$ cat src/include/fv_consts.svh
// Feature-vector memory constants for bank sizes, stream limits and the Wishbone address map.
`ifndef FV_CONSTS_SVH
`define FV_CONSTS_SVH

`define FV_NUM_BANKS 4
`define FV_NUM_PE    4
`define FV_ADDR_W    8
`define FV_DATA_W    16
`define FV_MAX_FV    64
`define FV_CNT_W     7

`define WB_ADR_W     16
`define WB_DAT_W     32

// Register addresses. Address bit 15 low selects the load region instead.
`define WB_REQ_ADR   16'h8000
`define WB_STAT_ADR  16'h8004

`endif
$ cat src/design/fv_pkg.sv
// Shared packed structs that carry load beats, stream requests, SRAM ports and Wishbone traffic.
`include "fv_consts.svh"

package fv_pkg;

    typedef struct packed {
        logic                  valid;
        logic                  sos;    // First word of a vector.
        logic                  eos;    // Last word of a vector.
        logic [`FV_ADDR_W-1:0] addr;
        logic [`FV_DATA_W-1:0] data;
    } fv_load_t;

    typedef struct packed {
        logic                          valid;
        logic [`FV_ADDR_W-1:0]         addr;   // Start word.
        logic [`FV_CNT_W-1:0]          num_fv;
        logic [$clog2(`FV_NUM_PE)-1:0] pe_tag;
    } fv_req_t;

    // Both enables are active low.
    typedef struct packed {
        logic                  cen;
        logic                  wen;
        logic [`FV_ADDR_W-1:0] a;
        logic [`FV_DATA_W-1:0] d;
    } fv_sram_req_t;

    typedef struct packed {
        logic                          valid;
        logic                          sos;
        logic                          eos;
        logic [$clog2(`FV_NUM_PE)-1:0] pe_tag;
        logic [`FV_DATA_W-1:0]         data;   // Two features, low byte first.
    } fv_beat_t;

    typedef struct packed {
        logic                 cyc;
        logic                 stb;
        logic                 we;
        logic [`WB_ADR_W-1:0] adr;
        logic [`WB_DAT_W-1:0] dat_w;
    } wb_req_t;

    typedef struct packed {
        logic                 ack;
        logic [`WB_DAT_W-1:0] dat_r;
    } wb_rsp_t;

endpackage

$ cat src/design/fv_sram.sv
// Single-port feature SRAM with active-low chip and write enables and a registered read.
`timescale 1ns/1ps
`include "fv_consts.svh"

module fv_sram (
    input  logic                  clk,
    input  fv_pkg::fv_sram_req_t  req,
    output logic [`FV_DATA_W-1:0] q
);

    localparam int DEPTH = 1 << `FV_ADDR_W;

    logic [`FV_DATA_W-1:0] mem [DEPTH];

    always_ff @(posedge clk) begin
        if (!req.cen) begin
            if (!req.wen) begin
                mem[req.a] <= req.d;
            end else begin
                q <= mem[req.a];  // Read data shows up one cycle after the request.
            end
        end
    end

    // The bank controller must present a clean address whenever the array is selected.
    a_addr_known: assert property (@(posedge clk) !req.cen |-> !$isunknown(req.a));

endmodule

$ cat config.mk
export PLATFORM = sky130hd
export DESIGN_NAME = fv_sram
export DESIGN_NICKNAME = d
export VERILOG_FILES = /design/src/design/fv_pkg.sv /design/src/design/fv_sram.sv
export VERILOG_INCLUDE_DIRS = /design/src /design/src/include
export SDC_FILE = /design/constraint.sdc
export NUM_CORES = 2
export LEC_CHECK = 0
export BUFFER_PORTS_ARGS = -buffer_cell sky130_fd_sc_hd__clkbuf_2
export CORE_UTILIZATION = 45
export DETAILED_ROUTE_END_ITERATION = 8
export GPL_TIMING_DRIVEN = 0
export PLACE_DENSITY = 0.72
export SETUP_SLACK_MARGIN = 0.4
export SYNTH_ARGS = -nofsm -noshare
export SYNTH_HDL_FRONTEND = slang
export SYNTH_SLANG_ARGS = --single-unit
export TNS_END_PERCENT = 5
$ cat constraint.sdc
create_clock -name clk -period 7.14 [get_ports clk]
set_input_delay 0.357 -clock clk [delete_from_list [all_inputs] [get_ports clk]]
set_output_delay 0.357 -clock clk [all_outputs]
set_load 0.05 [all_outputs]
## After elaboration in Yosys (flattened, before gate mapping)

Memory sizes are Yosys's and may differ from the RTL's. A register that Yosys moved wholly into a read port is not among the register bits.
Index checks and enable logic that the tools add are counted.

| word-level totals | value |
|---|---|
| bits in registers | 0 |
| bits in latches | 0 |
| RAM bits | 4096 |
| bits in read-only memories | 0 |
| output and inout port bits | 16 |
| word-level logic and storage cells | 6 |
| memories kept | 1 |

| operators by class | value |
|---|---|
| $add $sub $neg | 0 |
| multiply operators | 0 |
| divide/modulo/power cells | 0 |
| $lt $le $gt $ge | 0 |
| eq/ne operators | 0 |
| shift-type cells | 0 |
| multiplexer cells | 3 |
| bitwise operators | 1 |
| reduce and logical (&&, ||, !) cells | 1 |

Memories:

| memory | words | bits a word | read ports | clocked after memory_dff | write ports | RTL line | text |
|---|---|---|---|---|---|---|---|
| mem | 256 | 16 | 1 | 1 | 1 | fv_sram.sv:13 | `` logic [`FV_DATA_W-1:0] mem [DEPTH]; `` |

Operator list:

| kind | count |
|---|---|
| 2-to-1 mux 1 bit | 3 |
| AND reduction 2 bit | 1 |
| inverter 1 bit | 1 |

## Depth between registers and ports, before layout

| logic depth | value |
|---|---|
| depth in word-level cells | 3 |
| mapped depth | 8 |

## Worst setup path before layout

OpenSTA, ideal clock, no wires.

| timing | value |
|---|---|
| path kind | input to register |
| start point | in req[17] (netlist name) |
| end point | mem mem[117][0] (netlist name) (enable) |
| library setup time | 388 ps |
| arrival time | 2604 ps |
| required time | 6752 ps |
| path slack | 4148 ps |
| stages on the path | 7 |
| path buffers | 4 |
| path through | buf_2 > clkbuf_1 > buf_1 > nor4b_1 > nand2_1 > buf_2 > nor2_1 |

RTL lines:

| item | RTL line | text |
|---|---|---|
| start: declaration | fv_sram.sv:7 | `input fv_pkg::fv_sram_req_t req,` |
| end: declaration | fv_sram.sv:13 |  |

No word-level cell before the write port.

## Worst setup path in the final report

| timing | value |
|---|---|
| start point | in req[19] (netlist name) |
| end point | mem mem[156][7] (netlist name) (enable) |

No word-level cell before the write port.

==> metrics.txt <==
# TYPE chip_impl_metric gauge
chip_impl_info{name="outcome",value="finished with violations"} 1
chip_impl_info{name="violations",value="capacitance limit, slew limit"} 1
chip_impl_metric{name="synth.mux.area_fraction",unit="%"} 14.9
chip_impl_metric{name="synth_adder_area_share",unit="%"} 0
chip_impl_metric{name="final-max-slew-violation-count",unit=""} 55
chip_impl_metric{name="floorplan.initialDensity",unit="%"} 45.2
chip_impl_metric{name="cts_made_buffers",unit=""} 394
chip_impl_info{name="crit_path_start_kind",value="primary input"} 1
chip_impl_metric{name="h-tree-depth",unit=""} 5
chip_impl_metric{name="setup_viol",unit=""} 0
chip_impl_metric{name="firstDrtPassIters",unit=""} 8
chip_impl_info{name="reg2reg_to",value="q[3]"} 1
chip_impl_metric{name="synth_simple_gate_area_share",unit="%"} 0.845
chip_impl_info{name="min_to",value="mem[156][11]"} 1
chip_impl_metric{name="grt_pass1_vias",unit=""} 76200
chip_impl_info{name="synth_area_leaders",value="sky130_fd_sc_hd__edfxtp_1 80%, sky130_fd_sc_hd__mux4_2 15%, sky130_fd_sc_hd__a22oi_1 2.5%, sky130_fd_sc_hd__a21oi_1 0.83%, sky130_fd_sc_hd__clkbuf_1 0.63%"} 1
chip_impl_metric{name="clock.fmax",unit="MHz"} 177
chip_impl_metric{name="drt-vias-per-instance",unit=""} 6.32
chip_impl_metric{name="post_synth_xor_area_fraction",unit="%"} 0
chip_impl_metric{name="maxCapViolCount",unit=""} 10
chip_impl_metric{name="post_route_drc",unit=""} 0
chip_impl_metric{name="use_met1",unit="%"} 31.8
chip_impl_metric{name="cts.sink_count",unit=""} 4112
chip_impl_info{name="netlist_top_cells_count",value="4112 x sky130_fd_sc_hd__edfxtp_1, 1024 x sky130_fd_sc_hd__mux4_2, 512 x sky130_fd_sc_hd__a22oi_1, 261 x sky130_fd_sc_hd__clkbuf_1, 259 x sky130_fd_sc_hd__nor2_1"} 1
chip_impl_metric{name="yosysWarningCount",unit=""} 0
chip_impl_metric{name="timing_hold_violations_final",unit=""} 0
chip_impl_info{name="post-synth-top-area-cell",value="sky130_fd_sc_hd__edfxtp_1"} 1
chip_impl_metric{name="critical_path_required",unit="ps"} 7670
chip_impl_info{name="combinational_family_with_the_most_area_after_synthesis",value="multiplexers"} 1
chip_impl_info{name="root_buffer",value="sky130_fd_sc_hd__clkbuf_16"} 1
chip_impl_metric{name="switching_power",unit="mW"} 10.5
chip_impl_info{name="tritoncts",value="built"} 1
chip_impl_metric{name="finalWeightedCongestion",unit=""} 0.957
chip_impl_metric{name="post-dp-hpwl",unit="um"} 265000
chip_impl_metric{name="power.share.clock",unit="%"} 41.4
chip_impl_metric{name="cts_buffer_depth",unit=""} 4
chip_impl_metric{name="ys_seq_elements",unit=""} 4112
chip_impl_metric{name="r2r_cells",unit=""} 5
chip_impl_info{name="globalRoute.busiestLayer",value="met2"} 1
chip_impl_metric{name="route.final.wire_length",unit="um"} 413000
chip_impl_metric{name="areaGrowthSynthToFinish",unit="%"} 13.9
chip_impl_metric{name="antenna_left",unit=""} 0
chip_impl_metric{name="drtIter0Drc",unit=""} 12000
chip_impl_info{name="ys_dominant_reg_cell",value="sky130_fd_sc_hd__edfxtp_1"} 1
chip_impl_metric{name="detail_route.wl_per_cell",unit="um"} 33.9
chip_impl_metric{name="layout.nets",unit=""} 7298
chip_impl_metric{name="path_clk_slew",unit="ps"} 60
chip_impl_metric{name="mappedNetlistArea",unit="um^2"} 155000
chip_impl_metric{name="grt_max_degree",unit=""} 145
chip_impl_metric{name="syn-mean-instance-area",unit="um^2"} 23.2
chip_impl_metric{name="post_synth_arst_share",unit="%"} 0
chip_impl_metric{name="dpl_worst_slack",unit="ps"} 789
chip_impl_metric{name="synth_top_area_share",unit="%"} 79.5
chip_impl_metric{name="synth.yosys.seq_area_share",unit="%"} 79.5
chip_impl_metric{name="synth-edff-count",unit=""} 4112
chip_impl_metric{name="grt_use_met3",unit="%"} 6.67
chip_impl_info{name="hp-start",value="req[11]"} 1
chip_impl_metric{name="floorplan.die_area",unit="um^2"} 347000
chip_impl_metric{name="tightestPinTransition",unit="ps"} 1710
chip_impl_metric{name="power_frac_comb",unit="%"} 4.8
chip_impl_metric{name="crit_path_setup_slack_layout",unit="ps"} 1500
chip_impl_metric{name="hold_buffers",unit=""} 9
chip_impl_metric{name="fin_util",unit="%"} 51.5
chip_impl_metric{name="power.density_cell_area",unit="nW/um^2"} 280
chip_impl_metric{name="overflow",unit=""} 0
chip_impl_metric{name="multi_input_area",unit="um^2"} 30800
chip_impl_metric{name="place.detailed.instances",unit=""} 11400
chip_impl_metric{name="grt_pass1_wl",unit="um"} 574000
chip_impl_metric{name="timing.reg2reg.setup_slack",unit="ps"} 3600
chip_impl_metric{name="die_height",unit="um"} 589
chip_impl_metric{name="timing.final.crit_period",unit="ps"} 5640
chip_impl_metric{name="intPower",unit="mW"} 39.0
chip_impl_metric{name="gr_layer_usage_met2",unit="%"} 35.3
chip_impl_metric{name="timing.hold.worst_path_depth",unit=""} 2
chip_impl_metric{name="clock_skew",unit="ps"} 68.2
chip_impl_metric{name="post_synth_num_cell_types",unit=""} 21
chip_impl_metric{name="power.static_leakage",unit="nW"} 53.3
chip_impl_metric{name="fin_worst_hold_slack",unit="ps"} 85.0
chip_impl_metric{name="slew-limit-headroom",unit="%"} -14.1
chip_impl_metric{name="layout-drive-gt1-share",unit="%"} 27.9
chip_impl_metric{name="ios",unit=""} 43
chip_impl_info{name="timing.setup.critical_path_class",value="in -> reg"} 1
chip_impl_metric{name="design_power_total",unit="mW"} 49.5
chip_impl_metric{name="area_taken_by_flip_flops_and_latches",unit="um^2"} 123000
chip_impl_info{name="post-synth-top-count-cell",value="sky130_fd_sc_hd__edfxtp_1"} 1
chip_impl_metric{name="net_switching_fraction_of_the_power",unit="%"} 21.2
chip_impl_metric{name="horiz_die_dim",unit="um"} 589
chip_impl_metric{name="seq_power_share",unit="%"} 53.8
chip_impl_metric{name="post_cts.resized_instances",unit=""} 0
chip_impl_metric{name="final_cells",unit=""} 12200
chip_impl_info{name="setup.worst_path.end_class",value="register"} 1
chip_impl_info{name="min_path_type",value="in -> reg"} 1
chip_impl_metric{name="clock_insertion_delay_worst_skew",unit="ps"} 930
chip_impl_info{name="rsz0062_at_grt",value="no"} 1
chip_impl_metric{name="track_usage",unit="%"} 23.5
chip_impl_metric{name="post_synth_inst_count",unit=""} 6704
chip_impl_metric{name="antenna_found_initial",unit=""} 22
chip_impl_metric{name="synthesis.nets",unit=""} 6731
chip_impl_metric{name="fillerInstances",unit=""} 25700
chip_impl_metric{name="post-route-period-util",unit="%"} 78.9
chip_impl_metric{name="worst-path-max-fanout",unit=""} 16
chip_impl_metric{name="placementRows",unit=""} 215
chip_impl_metric{name="core_area",unit="um^2"} 343000
chip_impl_info{name="worst_r2r_startpoint",value="mem[251][3]"} 1
chip_impl_metric{name="numPortBuffers",unit=""} 40
chip_impl_metric{name="max-vdd-ir-drop",unit="V"} 0.000197
chip_impl_metric{name="via_count",unit=""} 76900
chip_impl_metric{name="critical_path_arrival",unit="ps"} 6170
chip_impl_metric{name="share_of_the_synthesized_area_in_compound_gates_ao_oa_aoi_oai",unit="%"} 3.66
chip_impl_metric{name="post_cts_buffers",unit=""} 0
cell families after synthesis:
kind of cell / after synthesis
DFF: 4112
muxes: 1024
buffers and inverters: 412
and+or+nand+nor: 324
AOI/OAI and AO/OA: 832
cells in the final DEF (no fill, tap or decap), types with 4 or more instances in the layout:
master / count
sky130_fd_sc_hd__a21oi_1: 256
sky130_fd_sc_hd__a22oi_1: 512
sky130_fd_sc_hd__buf_1: 35
sky130_fd_sc_hd__buf_12: 5
sky130_fd_sc_hd__buf_16: 34
sky130_fd_sc_hd__buf_2: 113
sky130_fd_sc_hd__buf_4: 17
sky130_fd_sc_hd__buf_6: 12
sky130_fd_sc_hd__buf_8: 57
sky130_fd_sc_hd__bufinv_16: 40
sky130_fd_sc_hd__clkbuf_1: 333
sky130_fd_sc_hd__clkbuf_16: 396
sky130_fd_sc_hd__clkbuf_2: 44
sky130_fd_sc_hd__clkbuf_8: 16
sky130_fd_sc_hd__clkinv_1: 89
sky130_fd_sc_hd__clkinv_2: 59
sky130_fd_sc_hd__clkinv_8: 9
sky130_fd_sc_hd__clkinvlp_4: 16
sky130_fd_sc_hd__diode_2: 12
sky130_fd_sc_hd__dlygate4sd3_1: 9
sky130_fd_sc_hd__edfxtp_1: 4112
sky130_fd_sc_hd__inv_6: 10
sky130_fd_sc_hd__mux4_2: 1024
sky130_fd_sc_hd__nand2_1: 29
sky130_fd_sc_hd__nand3_1: 4
sky130_fd_sc_hd__nand4_1: 16
sky130_fd_sc_hd__nor2_1: 14
sky130_fd_sc_hd__nor2_2: 245
sky130_fd_sc_hd__nor2b_1: 6
sky130_fd_sc_hd__o41ai_1: 50
sky130_fd_sc_hd__o41ai_2: 14
worst max path at each step:
stage	from	to	slack [ps]	cells past startpoint
after floorplan	req[17]	mem[117][0]	4150	7
after global placement	req[18]	mem[112][1]	-230	7
after detailed placement	req[18]	mem[132][6]	790	9
after CTS	req[18]	mem[214][3]	1720	9
after global routing	req[19]	mem[156][6]	1740	10
final	req[19]	mem[156][7]	1500	10
stage by stage:
step	area, um^2	setup TNS, ps
final	177000	0
after global routing	177000	0
after global placement	161000	-170490
after CTS	177000	0
after floorplan	155000	0
after detailed placement	164000	0
worst max-delay path: stages:
cell                       delay, ps
sky130_fd_sc_hd__clkbuf_2        130
sky130_fd_sc_hd__and2_1          130
sky130_fd_sc_hd__clkbuf_1       1050
sky130_fd_sc_hd__clkbuf_1        490
sky130_fd_sc_hd__buf_8           250
sky130_fd_sc_hd__clkbuf_1        650
sky130_fd_sc_hd__nand2_1        1190
sky130_fd_sc_hd__clkbuf_2        720
sky130_fd_sc_hd__buf_16          330
sky130_fd_sc_hd__nor2_2          770
metal layers:
metal  vias to the layer above  part of all wire [%]  routed length, um
li1                      30100                     -                  -
met1                     40600                    36             149000
met2                      5374                    46             188000
met3                       750                    13              52700
met4                        18                   5.3              21700
met5                         -                  0.11                436
layout make-up:
type	count	share of cell area, %
flip-flops and latches	4112	69.9
multi-input cells	2180	17.4
clock buffers	488	5.80
well taps	4557	3.23
repair buffers	171	1.45
clock inverters	226	1.26
plain buffers	412	0.978
diodes	12	0.0170
sequential cells by signal, indices dropped and copies added (netlist names):
signal	count
mem	4096
q	16
power by group through the flow:
stage | sequential, mW | clock, mW | combinational [mW]
finish | 26.6 | 20.5 | 2.35
floorplan | 27.1 | 0 | 1.11
global placement | 27.3 | 0 | 2.15
detailed placement | 27.1 | 0 | 2.30
global route | 26.6 | 21.5 | 2.42
CTS | 26.6 | 20.6 | 2.32
Note: power is estimated with default switching activity, not from simulation.
