File: src/include/fv_consts.svh
// Feature-vector memory constants for bank sizes, stream limits and the Wishbone address map.
`ifndef FV_CONSTS_SVH
`define FV_CONSTS_SVH

`define FV_NUM_BANKS 4
`define FV_NUM_PE    4
`define FV_ADDR_W    8
`define FV_DATA_W    16
`define FV_MAX_FV    64
`define FV_CNT_W     7

`define WB_ADR_W     16
`define WB_DAT_W     32

// Register addresses. Address bit 15 low selects the load region instead.
`define WB_REQ_ADR   16'h8000
`define WB_STAT_ADR  16'h8004

`endif
File: src/design/fv_pkg.sv
// Shared packed structs that carry load beats, stream requests, SRAM ports and Wishbone traffic.
`include "fv_consts.svh"

package fv_pkg;

    typedef struct packed {
        logic                  valid;
        logic                  sos;    // First word of a vector.
        logic                  eos;    // Last word of a vector.
        logic [`FV_ADDR_W-1:0] addr;
        logic [`FV_DATA_W-1:0] data;
    } fv_load_t;

    typedef struct packed {
        logic                          valid;
        logic [`FV_ADDR_W-1:0]         addr;   // Start word.
        logic [`FV_CNT_W-1:0]          num_fv;
        logic [$clog2(`FV_NUM_PE)-1:0] pe_tag;
    } fv_req_t;

    // Both enables are active low.
    typedef struct packed {
        logic                  cen;
        logic                  wen;
        logic [`FV_ADDR_W-1:0] a;
        logic [`FV_DATA_W-1:0] d;
    } fv_sram_req_t;

    typedef struct packed {
        logic                          valid;
        logic                          sos;
        logic                          eos;
        logic [$clog2(`FV_NUM_PE)-1:0] pe_tag;
        logic [`FV_DATA_W-1:0]         data;   // Two features, low byte first.
    } fv_beat_t;

    typedef struct packed {
        logic                 cyc;
        logic                 stb;
        logic                 we;
        logic [`WB_ADR_W-1:0] adr;
        logic [`WB_DAT_W-1:0] dat_w;
    } wb_req_t;

    typedef struct packed {
        logic                 ack;
        logic [`WB_DAT_W-1:0] dat_r;
    } wb_rsp_t;

endpackage

File: src/design/fv_bank_ctrl.sv
// Bank controller that writes host load beats into its SRAM and streams stored vectors out.
`timescale 1ns/1ps
`include "fv_consts.svh"

module fv_bank_ctrl (
    input  logic                  clk,
    input  logic                  reset,
    input  fv_pkg::fv_load_t      load,
    input  fv_pkg::fv_req_t       req,
    input  logic [`FV_DATA_W-1:0] sram_q,
    output fv_pkg::fv_sram_req_t  sram_req,
    output fv_pkg::fv_beat_t      beat,
    output logic                  busy
);

    localparam int TAG_W  = $clog2(`FV_NUM_PE);
    localparam int HALF_W = `FV_DATA_W / 2;

    typedef enum logic [1:0] {
        ST_IDLE   = 2'd0,
        ST_STREAM = 2'd1,
        ST_WRITE  = 2'd2
    } state_t;

    // Framing that travels with one SRAM read until its data returns.
    typedef struct packed {
        logic valid;
        logic sos;
        logic eos;
    } rd_frame_t;

    state_t               state;
    state_t               state_nx;
    fv_pkg::fv_sram_req_t sram_req_nx;
    fv_pkg::fv_beat_t     beat_nx;
    rd_frame_t            rd_issue;     // Lines up with sram_req.
    rd_frame_t            rd_issue_nx;
    rd_frame_t            rd_data;      // Lines up with sram_q.
    logic [TAG_W-1:0]     pe_tag;
    logic [TAG_W-1:0]     pe_tag_nx;
    logic [`FV_CNT_W-1:0] num_fv;
    logic [`FV_CNT_W-1:0] num_fv_nx;
    logic [`FV_CNT_W-1:0] fv_cnt;       // Features covered by the reads issued so far.
    logic [`FV_CNT_W-1:0] fv_cnt_nx;

    assign busy = (state != ST_IDLE);

    always_ff @(posedge clk) begin
        if (reset) begin
            state    <= ST_IDLE;
            sram_req <= '{cen: 1'b1, wen: 1'b1, default: '0};
            beat     <= '0;
            rd_issue <= '0;
            rd_data  <= '0;
        end else begin
            state    <= state_nx;
            sram_req <= sram_req_nx;
            beat     <= beat_nx;
            rd_issue <= rd_issue_nx;
            rd_data  <= rd_issue;
        end
    end

    always_ff @(posedge clk) begin
        pe_tag <= pe_tag_nx;
        num_fv <= num_fv_nx;
        fv_cnt <= fv_cnt_nx;
    end

    always_comb begin
        state_nx        = state;
        sram_req_nx     = sram_req;
        sram_req_nx.cen = 1'b1;
        sram_req_nx.wen = 1'b1;
        rd_issue_nx     = '0;
        pe_tag_nx       = pe_tag;
        num_fv_nx       = num_fv;
        fv_cnt_nx       = fv_cnt;
        case (state)
            ST_IDLE: begin
                if (load.valid) begin
                    sram_req_nx = '{cen: 1'b0, wen: 1'b0, a: load.addr, d: load.data};
                    state_nx    = load.eos ? ST_IDLE : ST_WRITE;  // One-word vectors stay idle.
                end else if (req.valid) begin
                    sram_req_nx.cen = 1'b0;
                    sram_req_nx.a   = req.addr;
                    rd_issue_nx     = '{valid: 1'b1, sos: 1'b1, eos: (req.num_fv <= 7'd2)};
                    pe_tag_nx       = req.pe_tag;
                    num_fv_nx       = req.num_fv;
                    fv_cnt_nx       = 7'd2;
                    state_nx        = ST_STREAM;
                end
            end
            ST_WRITE: begin
                // Gaps between host writes leave the array deselected.
                if (load.valid) begin
                    sram_req_nx = '{cen: 1'b0, wen: 1'b0, a: load.addr, d: load.data};
                    if (load.eos) begin
                        state_nx = ST_IDLE;
                    end
                end
            end
            ST_STREAM: begin
                if (fv_cnt < num_fv) begin
                    sram_req_nx.cen = 1'b0;
                    sram_req_nx.a   = sram_req.a + 1'b1;
                    rd_issue_nx     = '{valid: 1'b1, sos: 1'b0, eos: (fv_cnt + 7'd2 >= num_fv)};
                    fv_cnt_nx       = fv_cnt + 7'd2;
                end
                if (beat.valid && beat.eos) begin
                    state_nx = ST_IDLE;  // Busy falls right after the last beat has left.
                end
            end
            default: begin
                state_nx = ST_IDLE;
            end
        endcase
    end

    always_comb begin
        beat_nx.valid  = rd_data.valid;
        beat_nx.sos    = rd_data.sos;
        beat_nx.eos    = rd_data.eos;
        beat_nx.pe_tag = pe_tag;
        beat_nx.data   = sram_q;
        // An odd count leaves the last word with only its low feature.
        if (rd_data.eos && num_fv[0]) begin
            beat_nx.data[`FV_DATA_W-1:HALF_W] = '0;
        end
    end

    // The dispatcher only sends a request to an idle bank, and the host asks for 1 to max features.
    a_req_when_idle: assert property (@(posedge clk) disable iff (reset)
        req.valid |-> (state == ST_IDLE) && (req.num_fv != '0) && (req.num_fv <= `FV_MAX_FV));

endmodule

File: config.mk
export PLATFORM = sky130hd
export DESIGN_NAME = fv_bank_ctrl
export DESIGN_NICKNAME = d
export VERILOG_FILES = /design/src/design/fv_pkg.sv /design/src/design/fv_bank_ctrl.sv
export VERILOG_INCLUDE_DIRS = /design/src /design/src/include
export SDC_FILE = /design/constraint.sdc
export NUM_CORES = 1
export LEC_CHECK = 0
export BUFFER_PORTS_ARGS = -buffer_cell sky130_fd_sc_hd__buf_2
export CORE_MARGIN = 5
export CORE_UTILIZATION = 39
export DETAILED_ROUTE_END_ITERATION = 10
export GPL_TIMING_DRIVEN = 0
export PLACE_DENSITY = 0.75
export REMOVE_ABC_BUFFERS = 1
export SLEW_MARGIN = 25
export SYNTH_ARGS = -nofsm -noshare
export SYNTH_HDL_FRONTEND = slang
export SYNTH_SLANG_ARGS = --single-unit
export TNS_END_PERCENT = 10
File: constraint.sdc
create_clock -name clk -period 4.9 [get_ports clk]
set_input_delay 0.98 -clock clk [delete_from_list [all_inputs] [get_ports clk]]
set_output_delay 0.98 -clock clk [all_outputs]
set_load 0.01 [all_outputs]
# After elaboration in Yosys (flattened, before gate mapping)
# Index checks and enable logic that the tools add are counted.
[word_totals]
register_bits = 71
inputBits = 63
output_inout_bits = 48
[op_classes]
n_addsub = 2
order_cmp = 3
eq_ne = 10
mux = 28
n_bitwise = 1
reduce_logical = 13
[ops]
columns = ["operator", "n"]
rows = [
  ["16-bit one-hot mux with 2 select lines", 1],
  ["26-bit 2-to-1 mux", 1],
  ["8-bit 2-to-1 mux", 3],
  ["8-bit one-hot mux with 3 select lines", 1],
  ["7-bit 2-to-1 mux", 3],
  ["16-bit 2-to-1 mux", 1],
  ["2-bit inequality test (second input constant)", 7],
  ["7-bit one-hot mux with 2 select lines", 1],
  ["2-bit 2-to-1 mux", 6],
  ["4-bit AND reduction", 3],
  ["3-bit 2-to-1 mux", 3],
  ["8-bit by 1-bit adder with 8-bit output (second input constant)", 1],
  ["7-bit by 2-bit adder with 7-bit output (second input constant)", 1],
  ["7-bit >= comparator", 1],
  ["7-bit by 2-bit <= comparator with 1-bit output (second input constant)", 1],
  ["7-bit < comparator", 1],
  ["2-bit one-hot mux with 3 select lines", 1],
  ["3-bit one-hot mux with 2 select lines", 1],
  ["3-bit AND reduction", 2],
  ["2-bit nonzero test", 3],
  ["1-bit 2-to-1 mux", 4],
  ["3-bit inequality test (second input constant)", 1],
  ["1-bit one-hot mux with 3 select lines", 1],
  ["3-bit nonzero test", 1],
  ["7 further kinds", 8],
]

# Logic depth before layout (Yosys ltp)
[depth]
ltp_word = 4
mapped_depth = 8
depth_no_buf = 8

# Worst setup path after synthesis
# Ideal clock, no wire load.
[synth_path]
path_kind = "register to register"
startpoint = "register fv_cnt[1]"
endpoint = "register fv_cnt[1], enable pin"
t_arrival_ns = 1.722
setup_slack_ns = 2.911
path_stages_with_launch = 7
synth_period_minus_slack_ns = 1.989
path_cell_list = "edfxtp_1 -> inv_1 -> ha_1 -> or3b_1 -> a211o_1 -> and2_4 -> and2_1"
[synth_between]
elab_chain_len = 3
[synth_lines]
columns = ["element", "line", "rtl"]
rows = [
  ["start, declared", "fv_bank_ctrl.sv:43", "logic [`FV_CNT_W-1:0] fv_cnt;"],
  ["start signal, assigned", "fv_bank_ctrl.sv:67", "fv_cnt <= fv_cnt_nx;"],
  ["7-bit < comparator", "fv_bank_ctrl.sv:104", "if (fv_cnt < num_fv) begin"],
  ["2-bit inequality test (no source line)", "--", ""],
  ["4-bit AND reduction (no source line)", "--", ""],
]
# No other way between the ends.
# A chain may end at the register's enable or synchronous reset.

# Worst setup path after layout
[layout_path]
startpoint = "register state[1]"
endpoint = "output port busy"
[layout_between]
elab_chain_len = 1
[layout_lines]
columns = ["element", "line", "rtl"]
rows = [
  ["start, declared", "fv_bank_ctrl.sv:32", "state_t state;"],
  ["start signal, assigned", "fv_bank_ctrl.sv:56", "state <= state_nx;"],
  ["2-bit nonzero test", "fv_bank_ctrl.sv:46", "assign busy = (state != ST_IDLE);"],
  ["end, declared", "fv_bank_ctrl.sv:13", "output logic busy"],
]
# No other way between the ends.

==> key figures <==
Pwr
  • Pwr Total: 1.38 mW
  • Peak VDD IR: roughly 0.00017 V
  • Leakage: about 1.8 nW
  • P per Cell Area: ~360 nW/um^2

Final layout
  • N_diodes: 0
  • Fin area: between 3000 and 4000 sq um
  • Final Non-Filler Cells: 525
  • Filler instances: 740
  • Layout cell share with drive strength beyond 1: a little over 30%
  • Total Nets Final: 499
  • Synthesis-to-finish area growth: 27.1%
  • Final design utilization: 50.2%

STA
  • Final min period: between 2000 and 2500 ps
  • Unrepaired setup endpoints after global routing: false
  • Final hold slack: approximately 440 ps
  • Final hold violations: 0
  • Worst Tran Pin Value: about 900 ps
  • Max-slew violations: 0
  • Setup TNS: 0 ps
  • Worst Slack Setup Final: roughly 2400 ps
  • Skew final: 11.9 ps
  • Maximum operating frequency: ~0.41 GHz
  • Slew headroom: between 30 and 40%
  • Final setup viols: 0
  • Tcrit/Tclk final: 50.1%

Synth
  • Syn Inst Count: slightly above 300
  • Dominant synthesized flop cell: dfxtp_1
  • Sequential share of the synthesized area: between 50% and 60%
  • Post-synth ARST share: 0%
  • Mapped Area: 3020 sq um
  • Post-synth top area share: around 36%
  • Area leader, netlist: dfxtp_1
  • Syn Area/Cell: about 9.7 sq um
  • Library cells used by synthesis: 46
  • Seq cells post-synth: 70
  • Most numerous cell in the Yosys netlist: dfxtp_1
  • EDFF count, synth: 15
  • Leading post-synthesis cells by cell area: dfxtp_1 (36%), edfxtp_1 (15%), ha_1 (7.5%)
  • Synth warn: 0
  • Commonest cells post-synth: dfxtp_1 (55), nand2_1 (41), a21oi_1 (33)

Setup path
  • Sequence of cells on the critical path: inv_1 > ha_1 > inv_1 > buf_2
  • FF-to-FF setup slack: about 2600 ps
  • Kind of end point of the critical path: primary output
  • Worst setup path class: reg2out
  • Most frequent CP cell: inv_1
  • Crit start category: flop
  • CP arrival: between 1000 and 1500 ps
  • CP max stage cell: dfxtp_1
  • Reg2reg end: fv_cnt[5]
  • Crit Path Max Fanout: 7
  • Setup crit end: busy
  • CP required: around 3900 ps
  • Worst R2R Start: state[1]
  • Crit path launch: state[1]
  • Worst path max stage delay: around 480 ps
  • R2R depth: 6

Clock network
  • Root buffer cell: clkbuf_8
  • Cts-stage hold buffer count: 0
  • Post-cts resize count: 0
  • Clk_lat worst skew: 350 ps
  • CTS tree: built
  • Post-CTS setup buffer count: 0
  • H-tree depth: 3
  • CTS max path bufs: 2
  • Num CTS Buffers: 9
  • Worst-path clk slew: ~90 ps
  • Clock Sinks: 70

Detailed routing
  • Number of routed nets with antenna violations: 0
  • DRT Pass-1 Iters: 4
  • Vias per cell: ~5
  • DR vias: around 2,600
  • WL per Instance: between 10 and 15 um
  • Initial DRC Count: between 100 and 150
  • DR DRC count: 0
  • Final wirelength: 7.07 mm

Worst hold path
  • Hold Crit Start: rd_issue[1]
  • Worst min path class: reg2reg

Floorplanning
  • Starting Density: between 30 and 40%
  • FP Rows: 32
  • Area of the die: 9610 sq um
  • Horiz. Die Dim: between 90 and 100 um
  • Io pins: around 110
  • Core ar.: 7650 sq um
  • Height of the chip: slightly below 100 um

Global routing
  • Largest net degree at the start of global routing: 53
  • Antenna violations before repair: 0
  • Total GRT Usage: between 10% and 20%
  • Number of global-route vias before repair: 2,523
  • First-pass GRT wire length: 11.6 mm
  • GR Overflow Total: 0

Placed design
  • Pre-CTS setup slack: 2290 ps
  • Gpl congestion: between 0.8 and 0.9
  • Inst Count DP: slightly above 500
  • Post-DP HPWL: 5.29 mm
  • Placed Area: 3640 sq um
  • I/O Buffers: ~110

Run status
  • Outcome: completed

Run
  • Max cap viols: 0
-- routing by layer --
metal / track usage (%) / up-vias / share of wire, % / routed length (um)
li1: - / 1297 / - / -
met1: 17.3 / 1194 / 43 / 3030
met2: 24.9 / 79 / 49 / 3490
met3: 5.50 / 6 / 6.8 / 478
met4: 5.01 / 0 / 1.1 / 76
met5: 0 / - / 0 / 0
-- where the power goes --
group | internal (mW) | total (mW) | leakage, nW | switching, mW
Combinational | 0.110 | 0.252 | 1.05 | 0.142
Clock | 0.202 | 0.460 | 0.103 | 0.257
Sequential | 0.635 | 0.666 | 0.594 | 0.0314
Total | 0.947 | 1.38 | 1.75 | 0.431
-- cell usage in the layout, fill, tap and decap left out, types with 2 or more instances in the layout --
| cell | synthesis | final |
|---|---|---|
| mux2i_1 | 2 | 2 |
| o32ai_1 | 2 | 2 |
| nand3b_1 | 2 | 2 |
| a211oi_1 | 4 | 4 |
| nor2_1 | 9 | 8 |
| xnor2_1 | 3 | 3 |
| a311oi_1 | 2 | 2 |
| inv_8 | 0 | 3 |
| a21oi_1 | 33 | 33 |
| a311o_1 | 2 | 2 |
| nand4_1 | 2 | 2 |
| and2_1 | 16 | 16 |
| nor2b_1 | 21 | 21 |
| clkbuf_8 | 0 | 9 |
| inv_1 | 14 | 14 |
| nor3_1 | 7 | 7 |
| a21o_1 | 2 | 2 |
| buf_2 | 2 | 109 |
| o21a_1 | 2 | 2 |
| xor2_1 | 3 | 3 |
| o21ai_0 | 7 | 7 |
| dfxtp_1 | 55 | 55 |
| edfxtp_1 | 15 | 15 |
| nand2_1 | 41 | 41 |
| ha_1 | 18 | 18 |
| nand2b_1 | 4 | 4 |
| a222oi_1 | 3 | 3 |
| inv_6 | 0 | 2 |
| nand3_1 | 12 | 12 |
-- worst min-delay path by stage --
| stage | endpoint | cells past startpoint |
|---|---|---|
| global route | beat_nx[19] | 1 |
| floorplan | beat[19] | 1 |
| CTS | beat[19] | 1 |
| finish | beat_nx[19] | 1 |
| global placement | beat_nx[20] | 1 |
| detailed placement | beat[19] | 1 |
-- worst max-delay path: cells and delay by family, from the launching register on --
kind | cells | cell delay [ps]
adder cells (fa/ha/maj) | 1 | 270
buffers and inverters | 3 | 380
flip-flops | 1 | 480
-- final cells by class --
cell class	instances	area, sq um	area share, %
well taps	102	128	3.32
clock inverters	7	73.8	1.92
flip-flops and latches	70	1550	40.4
repair buffers	109	546	14.2
multi-input cells	213	1360	35.5
inverters	15	56.3	1.47
clock buffers	9	124	3.22
-- flip-flops by register name (all words and copies together), names as in the netlist --
name and count:
beat 21, sram_req 26, fv_cnt 6, pe_tag 2, state 2, num_fv 7, beat_nx 3, rd_issue 3
-- cell families (layout without fill, tap and decap cells) --
logic type / Yosys count / count (layout) / synth area share (%)
mux: 2 / 2 / 0.662
simple gates: 120 / 120 / 20.3
xor+xnor: 6 / 6 / 1.74
fa+ha+maj: 18 / 18 / 7.45
buf+inv: 28 / 140 / 3.81
flops: 70 / 70 / 51.3
compound gates: 67 / 67 / 14.7
Power figures use the tool's default switching activity.
