**src/include/fv_consts.svh**
```systemverilog
// Feature-vector memory constants for bank sizes, stream limits and the Wishbone address map.
`ifndef FV_CONSTS_SVH
`define FV_CONSTS_SVH

`define FV_NUM_BANKS 4
`define FV_NUM_PE    4
`define FV_ADDR_W    8
`define FV_DATA_W    16
`define FV_MAX_FV    64
`define FV_CNT_W     7

`define WB_ADR_W     16
`define WB_DAT_W     32

// Register addresses. Address bit 15 low selects the load region instead.
`define WB_REQ_ADR   16'h8000
`define WB_STAT_ADR  16'h8004

`endif
```
**src/design/fv_pkg.sv**
```systemverilog
// Shared packed structs that carry load beats, stream requests, SRAM ports and Wishbone traffic.
`include "fv_consts.svh"

package fv_pkg;

    typedef struct packed {
        logic                  valid;
        logic                  sos;    // First word of a vector.
        logic                  eos;    // Last word of a vector.
        logic [`FV_ADDR_W-1:0] addr;
        logic [`FV_DATA_W-1:0] data;
    } fv_load_t;

    typedef struct packed {
        logic                          valid;
        logic [`FV_ADDR_W-1:0]         addr;   // Start word.
        logic [`FV_CNT_W-1:0]          num_fv;
        logic [$clog2(`FV_NUM_PE)-1:0] pe_tag;
    } fv_req_t;

    // Both enables are active low.
    typedef struct packed {
        logic                  cen;
        logic                  wen;
        logic [`FV_ADDR_W-1:0] a;
        logic [`FV_DATA_W-1:0] d;
    } fv_sram_req_t;

    typedef struct packed {
        logic                          valid;
        logic                          sos;
        logic                          eos;
        logic [$clog2(`FV_NUM_PE)-1:0] pe_tag;
        logic [`FV_DATA_W-1:0]         data;   // Two features, low byte first.
    } fv_beat_t;

    typedef struct packed {
        logic                 cyc;
        logic                 stb;
        logic                 we;
        logic [`WB_ADR_W-1:0] adr;
        logic [`WB_DAT_W-1:0] dat_w;
    } wb_req_t;

    typedef struct packed {
        logic                 ack;
        logic [`WB_DAT_W-1:0] dat_r;
    } wb_rsp_t;

endpackage

```
**src/design/fv_collect.sv**
```systemverilog
// Collector that steers bank stream beats to the edge PE ports by their PE tag.
`timescale 1ns/1ps
`include "fv_consts.svh"

module fv_collect (
    input  logic                                 clk,
    input  logic                                 reset,
    input  fv_pkg::fv_beat_t [`FV_NUM_BANKS-1:0] bank_beat,
    output fv_pkg::fv_beat_t [`FV_NUM_PE-1:0]    pe_beat,
    output logic [`FV_NUM_PE-1:0]                pe_done
);

    localparam int TAG_W = $clog2(`FV_NUM_PE);

    fv_pkg::fv_beat_t [`FV_NUM_PE-1:0] pe_beat_nx;
    logic                              tag_clash;

    // At most one bank carries a given tag, so the match needs no priority.
    always_comb begin
        for (int p = 0; p < `FV_NUM_PE; p++) begin
            pe_beat_nx[p] = '0;
            for (int b = 0; b < `FV_NUM_BANKS; b++) begin
                if (bank_beat[b].valid && (bank_beat[b].pe_tag == TAG_W'(p))) begin
                    pe_beat_nx[p] = bank_beat[b];
                end
            end
        end
    end

    always_ff @(posedge clk) begin
        if (reset) begin
            pe_beat <= '0;
            pe_done <= '0;
        end else begin
            pe_beat <= pe_beat_nx;
            for (int p = 0; p < `FV_NUM_PE; p++) begin
                pe_done[p] <= pe_beat_nx[p].valid && pe_beat_nx[p].eos;  // Same cycle as eos.
            end
        end
    end

    always_comb begin
        tag_clash = 1'b0;
        for (int i = 0; i < `FV_NUM_BANKS; i++) begin
            for (int j = i + 1; j < `FV_NUM_BANKS; j++) begin
                if (bank_beat[i].valid && bank_beat[j].valid &&
                    (bank_beat[i].pe_tag == bank_beat[j].pe_tag)) begin
                    tag_clash = 1'b1;
                end
            end
        end
    end

    // The dispatcher keeps a PE busy from request to done, so two banks never share one.
    a_no_tag_clash: assert property (@(posedge clk) disable iff (reset) !tag_clash);

endmodule

```
**config.mk**
```make
export PLATFORM = sky130hd
export DESIGN_NAME = fv_collect
export DESIGN_NICKNAME = d
export VERILOG_FILES = /design/src/design/fv_pkg.sv /design/src/design/fv_collect.sv
export VERILOG_INCLUDE_DIRS = /design/src /design/src/include
export SDC_FILE = /design/constraint.sdc
export NUM_CORES = 1
export LEC_CHECK = 0
export BUFFER_PORTS_ARGS = -buffer_cell sky130_fd_sc_hd__clkbuf_2
export CAP_MARGIN = 20
export CORE_MARGIN = 2
export CORE_UTILIZATION = 43
export DETAILED_ROUTE_END_ITERATION = 8
export PLACE_DENSITY = 0.74
export REMOVE_ABC_BUFFERS = 1
export SLEW_MARGIN = 20
export SYNTH_ARGS = -nofsm -noshare
export SYNTH_HDL_FRONTEND = slang
export SYNTH_SLANG_ARGS = --single-unit
```
**constraint.sdc**
```tcl
create_clock -name clk -period 1.16 [get_ports clk]
set_input_delay 0.058 -clock clk [delete_from_list [all_inputs] [get_ports clk]]
set_output_delay 0.058 -clock clk [all_outputs]
set_load 0.005 [all_outputs]
```
* Word-level counts from Yosys, hierarchy flattened *
Cells that the tools add are included.

word-level totals
  bits in registers = 88
  output and inout bits = 88

cells by class
  reductions and logical operators = 24
  eq/ne operators = 12
  muxes and demuxes = 16

operators by type and width
  kind                                                             count
  21-bit two-way mux                                               16
  1-bit logical AND                                                20
  2-bit == test, second input constant                             8
  2-bit by 1-bit == test with 1-bit output, second input constant  4
  2-bit logical NOT                                                4

* Depth between registers and ports, before layout *
Gate-level depths: netlist (run 1).

  word-level depth = 7
  gate-level depth with buffers = 6
  mapped depth without buffers = 4

* Worst setup path before layout (run 1) *
OpenSTA, ideal clock, no wires.

  path kind = input-to-reg
  from = input bank_beat[59] (netlist bit)
  to = register pe_beat[33] (netlist bit)
  data required time = 1.022 ns
  cell stages on the path = 6
  library setup time = 0.138 ns
  setup slack = 0.019 ns
  arrival time = 1.003 ns
  cell sequence = and2b_1 -> and2_1 -> buf_2 -> buf_2 -> a221oi_1 -> o32ai_1

between the ends
  word-level cells in the longest chain between the ends = 4

RTL lines
  item                                      line              source
  start: declaration                        fv_collect.sv:8   input fv_pkg::fv_beat_t [`FV_NUM_BANKS-1:0] bank_beat,
  2-bit by 1-bit == test with 1-bit output  fv_collect.sv:23  if (bank_beat[b].valid && (bank_beat[b].pe_tag == TAG_W'(p))) begin
  1-bit logical AND                         fv_collect.sv:23
  21-bit two-way mux (2 in series)          fv_collect.sv:23
  end signal: assignment                    fv_collect.sv:35  pe_beat <= pe_beat_nx;
  end: declaration                          fv_collect.sv:9   output fv_pkg::fv_beat_t [`FV_NUM_PE-1:0] pe_beat,

No other way between the ends.
A chain may end at the register's enable or synchronous reset.

* Final worst setup path (run 1) *
  from = input bank_beat[59] (netlist bit)
  to = register pe_beat[34] (netlist bit)

The elaborated chain is that of the path after synthesis.

==> impl_metrics.ini, run 1 <==
[clock_tree]
htreeDepth = 3
cts_hold_buffers = 0
clockRootBuffer = clkbuf_8
cts.reportedPaths.clkPinSlew_ns = 0.08
clk_path_buf_depth = 2
cts_tree = built
cts_made_buffers = 9
cts_sinks = 88

[yosys]
synthSimpleGateAreaFrac = 0.08596
synth_top_family_by_area = compound AO/OA/AOI/OAI gates
ys_types = 30
syn_area_um2 = 4046
synth_compound_area_frac = 0.4196
synth-seq-area-share = 0.4354
ys_warn_count = 0
synthMuxAreaShare = 0
postSynthCellCount = 419
synth_adder_area_share = 0
post_synth.cell_area_avg_um2 = 9.657
ys_ff_latch = 88
synth_xor_area_frac = 0

[setup_path]
crit_arrival_ns = 1.35
required_ns = 1.40
path_class = in -> reg
crit_chain = clkbuf_2 > and2b_1 > and2_1 > buf_4 > a221oi_1 > o32ai_1
critPathCaptureType = register
crit_fanout = 5
critPathMaxStageDelay_ns = 0.36
startpoint_type = input pin
critPathSlowestCell = o32ai_1

[placed_design]
portBuffers = 173
dp_hpwl_um = 10550
gp_congestion = 0.8949

[global_route]
grt.total_usage = 0.2898
antenna_found_initial = 0
overflow = 0
grt_pass1_wl_um = 23380
grt_max_degree = 58
grt_pass1_vias = 4611

[power]
clockPowerShare = 0.324
pwr-share-comb = 0.201
pwr_density_cell_nw_per_um2 = 1232
power_mw = 6.887
p_leak_nw = 2.325
sw_frac_of_total = 0.2712
vdd_drop_max_mv = 0.6624
p_int_mw = 5.019
p_sw_mw = 1.868
p_seq_frac = 0.475

[sta]
fmax_mhz = 900.3
worst_hold_slack_ns = 0.05305
finalHoldViolCount = 0
min_period_ns = 1.111
finalSetupViolations = 0
slew_viol_final = 0
fin_crit_sh = 0.9575
rsz0062_at_grt = false

[drt]
drt_iter0_drc = 464
ant_nets = 0
wirelength_um = 15000
drc = 0
drtPass1Iterations = 6
vias_per_cell = 6.733
vias = 4861
wl_per_cell_um = 20.78

[cells_and_area]
n_antenna_cell = 0
seqCellArea_um2 = 1762
area_delta_synth_final_pct = 38.19
multi_input_area_um2 = 2078
drive_above_1_share = 0.4124
nets = 695
layout_commonest_cell = clkbuf_2
layout_common_cells = clkbuf_2 (172), dfxtp_1 (88), o32ai_1 (76)
post-route-util = 0.6080
n_fill_cell = 828

[run_status]
status = completed

[die]
dieArea_um2 = 10200
coreArea_um2 = 9196
initial_core_util = 0.4400
ios = 174
die_h_um = 101.0
rows = 35
die_x_um = 101.0

[job]
drv_cap = 0

[worst_hold_path]
hold_class = in -> reg
-- routing by layer --
metal,track usage,share of wire,vias to the layer above
li1,-,-,2129
met1,0.3746,0.38,2269
met2,0.4672,0.47,396
met3,0.05756,0.11,67
met4,0.1320,0.038,0
met5,0,0,-
-- layout make-up --
cell class / instances / share of cell area
clock buffers: 9 / 0.02215
well taps: 111 / 0.02484
clock inverters: 4 / 0.01298
flip-flops and latches: 88 / 0.3151
repair buffers: 228 / 0.2533
multi-input cells: 282 / 0.3717
-- final timing paths --
kind                       from  cells past startpoint           to  slack, ns
setup / recovery  bank_beat[59]                      6  pe_beat[34]       0.05
hold / removal    bank_beat[67]                      3   pe_beat[4]       0.05
-- flip-flops by register name (all words and copies together) (netlist names) --
name     flops
pe_done      4
pe_beat     84
-- through the flow --
stage	instance area, um^2	worst slack [ns]	cells	TNS [ns]
5_1_grt	5592	0.008404	722	0
4_1_cts	5585	0.09232	722	0
6_report	5592	0.04930	722	0
3_3_place_gp	5354	-0.4964	706	-21.93
2_1_floorplan	3822	-0.4108	370	-14.49
3_5_place_dp	5354	-0.5540	706	-23.58
-- logic make-up after synthesis --
| family | Yosys count |
|---|---|
| compound gates | 227 |
| flops | 88 |
| buf+inv | 52 |
| simple gates | 51 |
| other cells | 1 |
-- repair_timing --
item,4_1_cts,5_1_grt
setup endpoints to repair,33,2
pin swaps,2,0
hold endpoints to repair,0,0
resized for setup,0,1
buffers inserted,3,0
-- cells in the mapped netlist --
| cell type | count | area share |
|---|---|---|
| nor3_4 | 2 | 0.0080 |
| and2_1 | 1 | 0.0015 |
| nand3b_2 | 1 | 0.0028 |
| nand3b_1 | 2 | 0.0037 |
| buf_1 | 2 | 0.0019 |
| buf_4 | 2 | 0.0037 |
| nand3_2 | 1 | 0.0025 |
| dfxtp_1 | 88 | 0.44 |
| nor2_1 | 6 | 0.0056 |
| conb_1 | 1 | 0.00093 |
| a31oi_1 | 5 | 0.0077 |
| nor2_4 | 2 | 0.0056 |
| nand3_1 | 2 | 0.0025 |
| nor3_1 | 2 | 0.0025 |
| nor3b_2 | 1 | 0.0031 |
| clkbuf_1 | 32 | 0.030 |
| o32ai_1 | 76 | 0.16 |
| or3b_1 | 1 | 0.0022 |
| or2_2 | 1 | 0.0015 |
| and3b_1 | 2 | 0.0043 |
| o21ai_0 | 73 | 0.090 |
| nand2b_1 | 20 | 0.031 |
| and3_1 | 2 | 0.0031 |
| buf_2 | 14 | 0.017 |
| buf_6 | 2 | 0.0056 |
| nand2_1 | 3 | 0.0028 |
| nor2b_1 | 1 | 0.0015 |
| a221oi_1 | 72 | 0.16 |
| o21ai_1 | 1 | 0.0012 |
| and2b_1 | 1 | 0.0019 |
-- power by group through the flow --
| stage | Combinational, mW | Clock, mW | Sequential [mW] |
|---|---|---|---|
| 2_1_floorplan | 0.516 | 0 | 3.36 |
| 3_3_place_gp | 1.30 | 0 | 3.34 |
| 3_5_place_dp | 1.34 | 0 | 3.34 |
| 4_1_cts | 1.36 | 2.25 | 3.28 |
| 5_1_grt | 1.50 | 2.36 | 3.29 |
| 6_report | 1.38 | 2.23 | 3.27 |
-- critical path, delay by kind of cell --
family          cells  cell delay, ns
buf+inv             2            0.30
compound gates      2            0.42
simple gates        2            0.56
Note: power is estimated with default switching activity, not from simulation.
==> run 2: changes to the inputs <==
--- a/config.mk
+++ b/config.mk
@@ -6,10 +6,11 @@
 export SDC_FILE = /design/constraint.sdc
 export NUM_CORES = 1
 export LEC_CHECK = 0
+export ABC_AREA = 1
 export BUFFER_PORTS_ARGS = -buffer_cell sky130_fd_sc_hd__clkbuf_2
 export CAP_MARGIN = 20
 export CORE_MARGIN = 2
-export CORE_UTILIZATION = 43
+export CORE_UTILIZATION = 45
 export DETAILED_ROUTE_END_ITERATION = 8
 export PLACE_DENSITY = 0.74
 export REMOVE_ABC_BUFFERS = 1
==> impl_metrics.ini, run 2 <==
[sta]
worst_hold_slack_ns = 0.01006
fmax_mhz = 1072
min_period_ns = 0.9327
fin_crit_sh = 0.8041
finalHoldViolCount = 0
rsz0062_at_grt = false
fin_setup_tns_ns = 0
slew_viol_final = 0
finalSetupViolations = 0

[setup_path]
path_common_cell = inv_1
startpoint_type = input pin
critPathCaptureType = register
critical_path_depth = 6
critPathSlowestCell = dlygate4sd3_1
path_buf_inv = 4
crit_chain = dlygate4sd3_1 > clkbuf_2 > inv_1 > o21ai_0 > inv_1 > a21oi_1
required_ns = 1.46
critPathMaxStageDelay_ns = 0.56
crit_fanout = 3
cp_top_family = buffers and inverters
crit_arrival_ns = 1.23
path_class = in -> reg

[clock_tree]
post_cts_buffers = 0
cts_made_buffers = 9
cts_tree = built
htreeDepth = 3
clockRootBuffer = clkbuf_8
cts_sinks = 88
clk_path_buf_depth = 2
cts.reportedPaths.clkPinSlew_ns = 0.10

[drt]
wirelength_um = 17140
drtPass1Iterations = 6
drt_iter0_drc = 413
vias = 5769
vias_per_cell = 5.412
ant_nets = 0
drc = 0
wl_per_cell_um = 16.08

[cells_and_area]
layout_common_cells = o21ai_0 (185), clkbuf_2 (173), a21oi_1 (113)
layout_commonest_cell = o21ai_0
stdcell_area_um2 = 6337
area_delta_synth_final_pct = 30.98
largest_registers = pe_beat: 84 flops, pe_done: 4 flops
drive_above_1_share = 0.2616
top_register = pe_beat
largest_reg_flops = 84
nets = 1010

[global_route]
grt_pass1_wl_um = 27270
antenna_found_initial = 0
grt_pass1_vias = 5400
grt.total_usage = 0.3004
grt_max_degree = 72
overflow = 0

[power]
clockPowerShare = 0.326
p_sw_mw = 2.199
vdd_drop_max_mv = 0.6564
p_int_mw = 4.866
sw_frac_of_total = 0.3113
p_leak_nw = 3.068
p_seq_frac = 0.465
pwr-share-comb = 0.209
pwr_density_cell_nw_per_um2 = 1115

[die]
initial_core_util = 0.4666
die_x_um = 107.7
dieArea_um2 = 11600
ios = 174
die_h_um = 107.7
rows = 37
coreArea_um2 = 10370

[yosys]
postSynthCellCount = 749
synth_ff_type = dfxtp_1
netlist.area_leader.share = 0.3641
async_reset_ff_frac = 0
syn_area_um2 = 4838
ys_warn_count = 0
yosys-top-cells-area = dfxtp_1 (36%), o21ai_0 (19%), a21oi_1 (12%)
ys_types = 23
synth-edff-count = 0
post_synth.cell_area_avg_um2 = 6.460
ys_ff_latch = 88
synth_top_area_cell = dfxtp_1
yosys-top-cells-count = o21ai_0 (185), a21oi_1 (113), inv_1 (113)
yosysMostFrequentCell = o21ai_0
synth-seq-area-share = 0.3641

[worst_hold_path]
hold_class = in -> reg
hold_depth = 3

[placed_design]
placed_area_um2 = 6046
dp_hpwl_um = 11280
gp_congestion = 0.8766
portBuffers = 173

[job]
drv_cap = 0

[run_status]
status = completed
[run 2: power by group through the flow]
stage / Clock [mW] / Sequential [mW] / Combinational, mW
after floorplan: 0 / 3.37 / 0.644
after global placement: 0 / 3.36 / 1.42
after detailed placement: 0 / 3.36 / 1.43
after CTS: 2.33 / 3.29 / 1.46
after global routing: 2.46 / 3.30 / 1.65
final: 2.30 / 3.29 / 1.48
[run 2: cells by family after synthesis]
logic type	Yosys count	synth area share
AOI/OAI and AO/OA	316	0.3385
other	1	0.0007751
buffers and inverters	173	0.1464
and+or+nand+nor	171	0.1502
DFF	88	0.3641
[run 2: metrics by stage]
stage          instances  power [mW]  worst slack, ns    util
3_5_place_dp        1041       4.785          0.02175  0.5830
4_1_cts             1065       7.074           0.2477  0.6109
6_report            1066       7.065           0.2273  0.6111
3_3_place_gp        1041       4.779          0.03985  0.5830
5_1_grt             1065       7.412           0.1783  0.6109
2_1_floorplan        699       4.013          -0.5244       -
[run 2: routing by layer]
layer,vias up,track usage,part of all wire
li1,2805,-,-
met1,2577,0.4056,0.42
met2,352,0.4789,0.45
met3,35,0.05327,0.10
met4,0,0.1108,0.022
met5,-,0,0
[run 2: worst paths after layout]
path,from,to,slack (ns)
worst max-delay path,bank_beat[57],pe_beat[15],0.23
worst min-delay path,bank_beat[48],pe_beat[69],0.01
[run 2: worst min-delay path, cell delays in order]
cell and delay [ns]:
clkbuf_2 0.09, a21oi_1 0.06, a21oi_1 0.13
[run 2: layout make-up]
type	instances	area [um^2]
Antenna cell	1	2.502
Clock buffer	9	123.9
Sequential cell	88	1762
Fill cell	1035	4033
Tap cell	136	170.2
Inverter	120	450.4
Timing Repair Buffer	214	1356
Multi-Input combinational cell	491	2387
Clock inverter	7	85.08
[run 2: repair_timing]
| action | in CTS | in global routing |
|---|---|---|
| hold endpoints to repair | 9 | 0 |
| resized for setup | 0 | 0 |
| hold buffers | 8 | 0 |
